**src/rv32_isa_pkg.sv**
```systemverilog
// rv32 base isa encodings
package rv32_isa_pkg;

  // instruction field widths
  localparam int ILEN       = 32;
  localparam int XLEN       = 32;
  localparam int REG_ADDR_W = 5;
  localparam int OPCODE_W   = 7;
  localparam int FUNCT3_W   = 3;
  localparam int FUNCT7_W   = 7;

  //////////////////////////////
  // opcode field
  //////////////////////////////

  typedef enum logic [OPCODE_W-1:0] {
    OP_RTYPE  = 7'b0110011,
    OP_ITYPE  = 7'b0010011,
    OP_LOAD   = 7'b0000011,
    OP_STORE  = 7'b0100011,
    OP_BRANCH = 7'b1100011,
    OP_JAL    = 7'b1101111,
    OP_JALR   = 7'b1100111,
    OP_LUI    = 7'b0110111,
    OP_AUIPC  = 7'b0010111,
    OP_SYSTEM = 7'b1110011,
    OP_FENCE  = 7'b0001111
  } opcode_e;

  // invalid must stay zero, the stage register resets to it
  typedef enum logic [3:0] {
    OPC_INVALID = 4'd0,
    OPC_RTYPE   = 4'd1,
    OPC_ITYPE   = 4'd2,
    OPC_LOAD    = 4'd3,
    OPC_STORE   = 4'd4,
    OPC_BRANCH  = 4'd5,
    OPC_JAL     = 4'd6,
    OPC_JALR    = 4'd7,
    OPC_LUI     = 4'd8,
    OPC_AUIPC   = 4'd9,
    OPC_SYSTEM  = 4'd10,
    OPC_FENCE   = 4'd11
  } opclass_e;

  //////////////////////////////
  // alu operations
  //////////////////////////////

  typedef enum logic [3:0] {
    ALU_NONE, ALU_ADD, ALU_SUB, ALU_SLT, ALU_SLTU,
    ALU_XOR, ALU_OR, ALU_AND, ALU_SLL, ALU_SRL,
    ALU_SRA, ALU_EQ, ALU_NEQ, ALU_GE, ALU_GEU
  } alu_op_e;

  localparam logic [FUNCT7_W-1:0] FUNCT7_BASE = 7'h00;
  localparam logic [FUNCT7_W-1:0] FUNCT7_ALT  = 7'h20;  // sub, sra

  // funct3 for register and immediate ops
  localparam logic [FUNCT3_W-1:0] F3_ADD  = 3'd0;
  localparam logic [FUNCT3_W-1:0] F3_SLL  = 3'd1;
  localparam logic [FUNCT3_W-1:0] F3_SLT  = 3'd2;
  localparam logic [FUNCT3_W-1:0] F3_SLTU = 3'd3;
  localparam logic [FUNCT3_W-1:0] F3_XOR  = 3'd4;
  localparam logic [FUNCT3_W-1:0] F3_SRL  = 3'd5;  // also sra
  localparam logic [FUNCT3_W-1:0] F3_OR   = 3'd6;
  localparam logic [FUNCT3_W-1:0] F3_AND  = 3'd7;

  // funct3 for branches, 2 and 3 unused
  localparam logic [FUNCT3_W-1:0] F3_BEQ  = 3'd0;
  localparam logic [FUNCT3_W-1:0] F3_BNE  = 3'd1;
  localparam logic [FUNCT3_W-1:0] F3_BLT  = 3'd4;
  localparam logic [FUNCT3_W-1:0] F3_BGE  = 3'd5;
  localparam logic [FUNCT3_W-1:0] F3_BLTU = 3'd6;
  localparam logic [FUNCT3_W-1:0] F3_BGEU = 3'd7;

endpackage
```
**src/decode_stage_pkg.sv**
```systemverilog
// decode stage payload types
package decode_stage_pkg;

  import rv32_isa_pkg::*;

  //////////////////////////////
  // exceptions
  //////////////////////////////

  typedef struct packed {
    logic illegal;  // unknown opcode or bad shift
    logic ecall;
    logic ebreak;
    logic mret;
  } exc_t;

  //////////////////////////////
  // decoded bundle to execute
  //////////////////////////////

  // about 100 bits, all zero is a harmless bubble
  typedef struct packed {
    logic [XLEN-1:0]       pc;
    logic [REG_ADDR_W-1:0] rs1;
    logic [REG_ADDR_W-1:0] rs2;
    logic [REG_ADDR_W-1:0] rd;
    logic [FUNCT3_W-1:0]   funct3;   // kept for load/store width and branch type
    logic [XLEN-1:0]       imm;
    opclass_e              opclass;
    alu_op_e               alu_op;
    exc_t                  exc;
  } decoded_t;

endpackage

```
**src/instr_decode.sv**
```systemverilog
// rv32 instruction decode stage
`timescale 1ns/1ps

module instr_decode (
  input  logic                                clk,
  input  logic                                rstn,
  input  logic [rv32_isa_pkg::ILEN-1:0]       fetch_instr_i,
  input  logic [rv32_isa_pkg::XLEN-1:0]       fetch_pc_i,
  input  logic                                decode_en_i,
  input  logic                                decode_stall_i,
  input  logic                                decode_flush_i,
  output logic [rv32_isa_pkg::REG_ADDR_W-1:0] rf_rs1_addr_o,  // unregistered
  output logic [rv32_isa_pkg::REG_ADDR_W-1:0] rf_rs2_addr_o,  // unregistered
  output decode_stage_pkg::decoded_t          decode_o,
  output logic                                execute_en_o
);

  import rv32_isa_pkg::*;
  import decode_stage_pkg::*;

  opclass_e        opclass;
  alu_op_e         alu_op;
  exc_t            sys_exc;
  logic            illegal_shift;
  logic [XLEN-1:0] imm;
  decoded_t        next_bundle;

  // the register file registers its own read address
  assign rf_rs1_addr_o = fetch_instr_i[19:15];
  assign rf_rs2_addr_o = fetch_instr_i[24:20];

  //////////////////////////////
  // decoders
  //////////////////////////////

  opcode_classifier u_classifier (
    .instr_i   (fetch_instr_i),
    .opclass_o (opclass),
    .sys_exc_o (sys_exc)
  );

  alu_op_decoder u_alu_dec (
    .instr_i         (fetch_instr_i),
    .opclass_i       (opclass),
    .alu_op_o        (alu_op),
    .illegal_shift_o (illegal_shift)
  );

  imm_generator u_imm_gen (
    .instr_i   (fetch_instr_i),
    .opclass_i (opclass),
    .imm_o     (imm)
  );

  // assemble the bundle for execute
  always_comb begin
    next_bundle             = '0;
    next_bundle.pc          = fetch_pc_i;
    next_bundle.rs1         = rf_rs1_addr_o;
    next_bundle.rs2         = rf_rs2_addr_o;
    next_bundle.rd          = fetch_instr_i[11:7];
    next_bundle.funct3      = fetch_instr_i[14:12];
    next_bundle.imm         = imm;
    next_bundle.opclass     = opclass;
    next_bundle.alu_op      = alu_op;
    next_bundle.exc         = sys_exc;
    next_bundle.exc.illegal = sys_exc.illegal || illegal_shift;
  end

  decode_pipe_reg u_pipe_reg (
    .clk          (clk),
    .rstn         (rstn),
    .en_i         (decode_en_i),
    .stall_i      (decode_stall_i),
    .flush_i      (decode_flush_i),
    .next_i       (next_bundle),
    .decode_o     (decode_o),
    .execute_en_o (execute_en_o)
  );

endmodule

```
**src/decode_pipe_reg.sv**
```systemverilog
// decode to execute stage register
`timescale 1ns/1ps

module decode_pipe_reg (
  input  logic                       clk,
  input  logic                       rstn,
  input  logic                       en_i,       // this stage's clock enable
  input  logic                       stall_i,    // hold everything
  input  logic                       flush_i,    // kill the next enable
  input  decode_stage_pkg::decoded_t next_i,
  output decode_stage_pkg::decoded_t decode_o,
  output logic                       execute_en_o
);

  logic capture;

  // bundle loads only on an enabled, unstalled edge
  assign capture = en_i && !stall_i;

  //////////////////////////////
  // payload
  //////////////////////////////

  // flush does not block the load, execute_en_o qualifies it
  always_ff @(posedge clk or negedge rstn) begin
    if (!rstn) begin
      decode_o <= '0;  // invalid class, no alu op, no exceptions
    end else if (capture) begin
      decode_o <= next_i;
    end
  end

  //////////////////////////////
  // next stage enable
  //////////////////////////////

  always_ff @(posedge clk or negedge rstn) begin
    if (!rstn) begin
      execute_en_o <= 1'b0;
    end else if (!stall_i) begin
      // flush leaves a bubble for execute
      execute_en_o <= en_i && !flush_i;
    end
  end

endmodule

```
**src/imm_generator.sv**
```systemverilog
// immediate generator
`timescale 1ns/1ps

module imm_generator (
  input  logic [rv32_isa_pkg::ILEN-1:0] instr_i,
  input  rv32_isa_pkg::opclass_e        opclass_i,
  output logic [rv32_isa_pkg::XLEN-1:0] imm_o
);

  import rv32_isa_pkg::*;

  logic            sign;
  logic [XLEN-1:0] imm_i;
  logic [XLEN-1:0] imm_s;
  logic [XLEN-1:0] imm_b;
  logic [XLEN-1:0] imm_j;
  logic [XLEN-1:0] imm_u;
  logic [XLEN-1:0] imm_x;

  assign sign = instr_i[31];

  //////////////////////////////
  // formats
  //////////////////////////////

  assign imm_i = {{20{sign}}, instr_i[31:20]};
  assign imm_s = {{20{sign}}, instr_i[31:25], instr_i[11:7]};
  assign imm_b = {{19{sign}}, sign, instr_i[7], instr_i[30:25], instr_i[11:8], 1'b0};
  assign imm_j = {{11{sign}}, sign, instr_i[19:12], instr_i[20], instr_i[30:21], 1'b0};
  assign imm_u = {instr_i[31:12], 12'h000};
  assign imm_x = {20'h00000, instr_i[31:20]};  // csr address, fence bits

  always_comb begin
    case (opclass_i)
      OPC_ITYPE, OPC_LOAD, OPC_JALR: imm_o = imm_i;
      OPC_STORE:                     imm_o = imm_s;
      OPC_BRANCH:                    imm_o = imm_b;
      OPC_JAL:                       imm_o = imm_j;
      OPC_LUI, OPC_AUIPC:            imm_o = imm_u;
      OPC_SYSTEM, OPC_FENCE:         imm_o = imm_x;
      default:                       imm_o = '0;  // rtype has no immediate
    endcase
  end

endmodule

```
**src/alu_op_decoder.sv**
```systemverilog
// alu operation decoder
`timescale 1ns/1ps

module alu_op_decoder (
  input  logic [rv32_isa_pkg::ILEN-1:0] instr_i,
  input  rv32_isa_pkg::opclass_e        opclass_i,
  output rv32_isa_pkg::alu_op_e         alu_op_o,
  output logic                          illegal_shift_o
);

  import rv32_isa_pkg::*;

  logic [FUNCT3_W-1:0] funct3;
  logic [FUNCT7_W-1:0] funct7;
  alu_op_e             base_op;  // rtype and itype with funct7 zero

  assign funct3 = instr_i[14:12];
  assign funct7 = instr_i[31:25];

  //////////////////////////////
  // common register ops
  //////////////////////////////

  always_comb begin
    case (funct3)
      F3_ADD:  base_op = ALU_ADD;
      F3_SLL:  base_op = ALU_SLL;
      F3_SLT:  base_op = ALU_SLT;
      F3_SLTU: base_op = ALU_SLTU;
      F3_XOR:  base_op = ALU_XOR;
      F3_SRL:  base_op = ALU_SRL;
      F3_OR:   base_op = ALU_OR;
      F3_AND:  base_op = ALU_AND;
      default: base_op = ALU_NONE;
    endcase
  end

  //////////////////////////////
  // select by class
  //////////////////////////////

  always_comb begin
    alu_op_o = ALU_ADD;  // address calc and friends
    case (opclass_i)
      OPC_RTYPE: begin
        if (funct7 == FUNCT7_BASE) begin
          alu_op_o = base_op;
        end else if (funct7 == FUNCT7_ALT && funct3 == F3_ADD) begin
          alu_op_o = ALU_SUB;
        end else if (funct7 == FUNCT7_ALT && funct3 == F3_SRL) begin
          alu_op_o = ALU_SRA;
        end else begin
          alu_op_o = ALU_NONE;
        end
      end
      OPC_ITYPE: begin
        if (funct3 != F3_SRL)           alu_op_o = base_op;  // no subi
        else if (funct7 == FUNCT7_BASE) alu_op_o = ALU_SRL;
        else if (funct7 == FUNCT7_ALT)  alu_op_o = ALU_SRA;
        else                            alu_op_o = ALU_NONE;
      end
      OPC_BRANCH: begin
        case (funct3)
          F3_BEQ:  alu_op_o = ALU_EQ;
          F3_BNE:  alu_op_o = ALU_NEQ;
          F3_BLT:  alu_op_o = ALU_SLT;
          F3_BGE:  alu_op_o = ALU_GE;
          F3_BLTU: alu_op_o = ALU_SLTU;
          F3_BGEU: alu_op_o = ALU_GEU;
          default: alu_op_o = ALU_NONE;
        endcase
      end
      default: alu_op_o = ALU_ADD;
    endcase
  end

  // rv32 shamt is 5 bits, bit 25 set means a 64-bit shift
  assign illegal_shift_o = (opclass_i == OPC_ITYPE) && instr_i[25] &&
                           (alu_op_o inside {ALU_SLL, ALU_SRL, ALU_SRA});

endmodule

```
**src/opcode_classifier.sv**
```systemverilog
// opcode class and system exceptions
`timescale 1ns/1ps

module opcode_classifier (
  input  logic [rv32_isa_pkg::ILEN-1:0] instr_i,
  output rv32_isa_pkg::opclass_e        opclass_o,
  output decode_stage_pkg::exc_t        sys_exc_o
);

  import rv32_isa_pkg::*;
  import decode_stage_pkg::*;

  opcode_e             opcode;
  logic [FUNCT3_W-1:0] funct3;
  logic                sys_noncsr;  // system but not a csr access

  assign opcode = opcode_e'(instr_i[6:0]);
  assign funct3 = instr_i[14:12];

  always_comb begin
    case (opcode)
      OP_RTYPE:  opclass_o = OPC_RTYPE;
      OP_ITYPE:  opclass_o = OPC_ITYPE;
      OP_LOAD:   opclass_o = OPC_LOAD;
      OP_STORE:  opclass_o = OPC_STORE;
      OP_BRANCH: opclass_o = OPC_BRANCH;
      OP_JAL:    opclass_o = OPC_JAL;
      OP_JALR:   opclass_o = OPC_JALR;
      OP_LUI:    opclass_o = OPC_LUI;
      OP_AUIPC:  opclass_o = OPC_AUIPC;
      OP_SYSTEM: opclass_o = OPC_SYSTEM;
      OP_FENCE:  opclass_o = OPC_FENCE;
      default:   opclass_o = OPC_INVALID;  // no legal encoding matched
    endcase
  end

  //////////////////////////////
  // system exceptions
  //////////////////////////////

  assign sys_noncsr = (opclass_o == OPC_SYSTEM) && (funct3 == '0);

  // bits 21:20 tell ecall, ebreak and mret apart
  always_comb begin
    sys_exc_o         = '0;
    sys_exc_o.illegal = (opclass_o == OPC_INVALID);
    if (sys_noncsr) begin
      case (instr_i[21:20])
        2'b00:   sys_exc_o.ecall  = 1'b1;
        2'b01:   sys_exc_o.ebreak = 1'b1;
        2'b10:   sys_exc_o.mret   = 1'b1;
        default: sys_exc_o.ecall  = 1'b0;  // 11 raises nothing
      endcase
    end
  end

endmodule

```
**config.mk**
```make
export PLATFORM = sky130hd
export DESIGN_NAME = instr_decode
export DESIGN_NICKNAME = d
export VERILOG_FILES = /design/src/rv32_isa_pkg.sv /design/src/decode_stage_pkg.sv /design/src/instr_decode.sv /design/src/decode_pipe_reg.sv /design/src/imm_generator.sv /design/src/alu_op_decoder.sv /design/src/opcode_classifier.sv
export SDC_FILE = /design/constraint.sdc
export NUM_CORES = 1
export LEC_CHECK = 0
export ABC_AREA = 0
export BUFFER_PORTS_ARGS = -buffer_cell sky130_fd_sc_hd__buf_2
export CAP_MARGIN = 20
export CELL_PAD_IN_SITES_DETAIL_PLACEMENT = 0
export CELL_PAD_IN_SITES_GLOBAL_PLACEMENT = 1
export CORE_MARGIN = 2
export CORE_UTILIZATION = 39
export CTS_BUF_LIST = sky130_fd_sc_hd__clkbuf_4 sky130_fd_sc_hd__clkbuf_8
export DETAILED_ROUTE_END_ITERATION = 8
export PLACE_DENSITY_LB_ADDON = 0.3
export SLEW_MARGIN = 25
export SYNTH_ARGS = -nofsm -noshare
export SYNTH_HDL_FRONTEND = slang
export SYNTH_SLANG_ARGS = --single-unit
```
**constraint.sdc**
```tcl
create_clock -name clk -period 1.7 [get_ports clk]
set_input_delay 0.085 -clock clk [delete_from_list [all_inputs] [get_ports clk]]
set_output_delay 0.085 -clock clk [all_outputs]
set_load 0.01 [all_outputs]
```
==> reports/qor.yml <==
final_layout:
  final_cell_mix: "180 x nand2_1, 172 x buf_2, 95 x dfrtp_1, 53 x dlygate4sd3_1, 25 x nor2_1"
  fill_cells: 990
  diodes: 0
  final_area_um2: 6030
  layout-area-overhead-vs-synth_pct: 39.3
  final_common_cell: "nand2_1"
  post-route-util: 0.557
  fin_nets: 757
  drive_gt1_frac: 0.315
critical_path:
  slowest_delay_ps: 530
  crit_fanout: 4
  crit_type: "in -> reg"
  cpMaxStageDelayCell: "dlygate4sd3_1"
  arrival_ps: 1820
  worst_setup_path_start_kind: "input port"
  reg2reg_depth: 3
  cp.required_ps: 1990
  end_kind: "flop"
  worstPathCellList: "dlygate4sd3_1, buf_2, nor4_2, nand2_1, buf_4, a211o_1, o22ai_1"
route:
  vias: 4125
  drtAntennaViolNets: 0
  wl_mm: 13.0
  drt-pass1-iter-count: 6
  wl_per_cell_um: 15.6
  drt-initial-drc-count: 299
  drcViolationCount: 0
  via_per_inst: 4.96
die:
  start_util: 0.400
  core_um2: 10800
  rows: 38
  dieHeight_um: 109
  dieArea_um2: 12000
  num_io_pins: 174
  die_w_um: 109
power:
  p_leak_nw: 3.21
  p_per_area_nw_per_um2: 848
  peakVddDrop_uv: 447
timing:
  tns_ps: 0
  min_period_ps: 1530
  fmax_mhz: 652
  drv_slew: 0
  skew_ps: 0
  setup_violations: 0
  final-hold-violation-count: 0
  max_slew_margin: 0.603
  period_share: 0.902
  rsz0062_at_grt: "no"
  tightest_slew_ps: 592
clocking:
  postCtsSetupRepairBufs: 0
  h-tree-depth: 3
  clk_path_buf_depth: 2
  cts_tree: "built"
  cts_buffers: 9
  clkTransAtPathRegs_ps: 90
  root_buffer: "clkbuf_8"
  worstSkewPairLatency_ps: 360
  clock-sinks: 95
synth:
  yosys_most_used_dff: "dfrtp_1"
  async_flop_share: 1.00
  synthCells: 478
  syn_area_um2: 4330
  ys_seq_elements: 95
  yosys.cell_types.count: 50
  syn_area_per_cell_um2: 9.06
  yosysSeqAreaShare: 0.549
  yosys_warnings: 0
  synth_nets: 547
  synth_edf_count: 0
placement:
  post_dp_cell_area_um2: 5290
  place_hpwl_mm: 9.19
  io_buffers: 173
  gp_congestion: 0.845
worst_hold_path:
  holdPathStages: 3
  hp-class: "in -> reg"
grt:
  track_usage: 0.217
  grt_max_degree: 66
  antenna_found_initial: 0
  grt-ovfl-total: 0
  grt_pass1_vias: 3958
  grt_pass1_wl_mm: 20.0
outcome:
  outcome: "complete, no violations"
job:
  drv_cap: 0
area by class of cell:
cell class              count  area (um2)  share of cell area
clock buffers              11         151              0.0251
clock inverters             4        53.8             0.00892
inverters                   8        32.5             0.00539
multi-input cells         335        1720               0.286
flip-flops and latches     95        2380               0.394
well taps                 140         175              0.0290
repair buffers            239        1520               0.252
power by group:
part           switching (mW)  internal [mW]  total, mW
combinational           0.572          0.432       1.00
sequential              0.104           2.46       2.56
clock                   0.797          0.758       1.56
total                    1.47           3.65       5.12
routing by layer:
| layer | global-route usage | part of all wire | wire length [um] | vias to the layer above |
|---|---|---|---|---|
| li1 | - | - | - | 2011 |
| met5 | 0 | 0 | 0 | - |
| met1 | 0.287 | 0.45 | 5810 | 1940 |
| met3 | 0.0539 | 0.079 | 1020 | 17 |
| met2 | 0.356 | 0.46 | 5960 | 157 |
| met4 | 0.0597 | 0.013 | 165 | 0 |
worst max-delay path, delay by kind of cell:
kind / cells / cell delay (ps)
buffers and inverters: 3 / 840
AOI/OAI and AO/OA: 2 / 450
and+or+nand+nor: 2 / 430
worst paths after layout:
path	slack, ps	end	start
hold / removal	20	u_pipe_reg.decode_o[56]	fetch_instr_i[24]
max in group asynchronous	980	u_pipe_reg.decode_o[13]	rstn
setup reg to reg	520	u_pipe_reg.execute_en_o	u_pipe_reg.execute_en_o
hold reg to reg	470	u_pipe_reg.decode_o[54]	u_pipe_reg.decode_o[54]
setup / recovery	170	u_pipe_reg.decode_o[3]	fetch_instr_i[26]
min in group asynchronous	110	u_pipe_reg.decode_o[6]	rstn
state kept, by name (all words and copies together) (netlist names):
register,count
u_pipe_reg.decode_o,94
u_pipe_reg.execute_en_o,1
kinds of logic (layout without fill, tap and decap cells):
family,count (synthesis),in the layout,share of synthesized area
buf+inv,48,262,0.0583
xor+xnor,2,2,0.00404
flops,95,95,0.549
compound gates,95,95,0.153
simple gates,238,238,0.236
through the flow:
step / instances / power [mW] / hold slack, ps / setup slack (ps)
2_1_floorplan: 478 / 3.06 / -211 / 471
3_3_place_gp: 764 / 3.50 / -80.2 / 190
3_5_place_dp: 764 / 3.52 / -78.2 / 129
4_1_cts: 832 / 5.18 / 7.16 / 15.8
5_1_grt: 832 / 5.39 / 8.93 / 10.8
6_report: 832 / 5.12 / 21.1 / 166
timing repair:
action,CTS,global route
hold buffers,53,0
endpoints found under the hold margin,152,0
setup endpoints to repair,0,4
resized for setup,0,2
Yosys cell counts (2+ instances only):
master	number	area share
clkbuf_1	12	0.010
o22ai_1	2	0.0029
or3_1	2	0.0029
a21oi_1	21	0.024
buf_2	8	0.0092
nor3_1	2	0.0023
o21ai_0	15	0.017
a21o_1	3	0.0052
and2_1	3	0.0043
nor3_2	2	0.0046
a211oi_1	3	0.0052
and2b_1	2	0.0035
o31ai_1	4	0.0069
a22o_1	6	0.012
buf_1	6	0.0052
inv_1	7	0.0061
nand2_1	180	0.16
nand2b_1	5	0.0072
a31oi_1	3	0.0043
dfrtp_1	95	0.55
a221o_1	8	0.018
nor4_1	3	0.0043
a221oi_1	5	0.010
o21ai_1	13	0.015
nor2_1	25	0.022
o2111ai_1	3	0.0061
buf_4	12	0.021
xnor2_1	2	0.0040
nand4_1	4	0.0058
buf_6	2	0.0052
No activity file was read; power rests on OpenSTA's default activity.
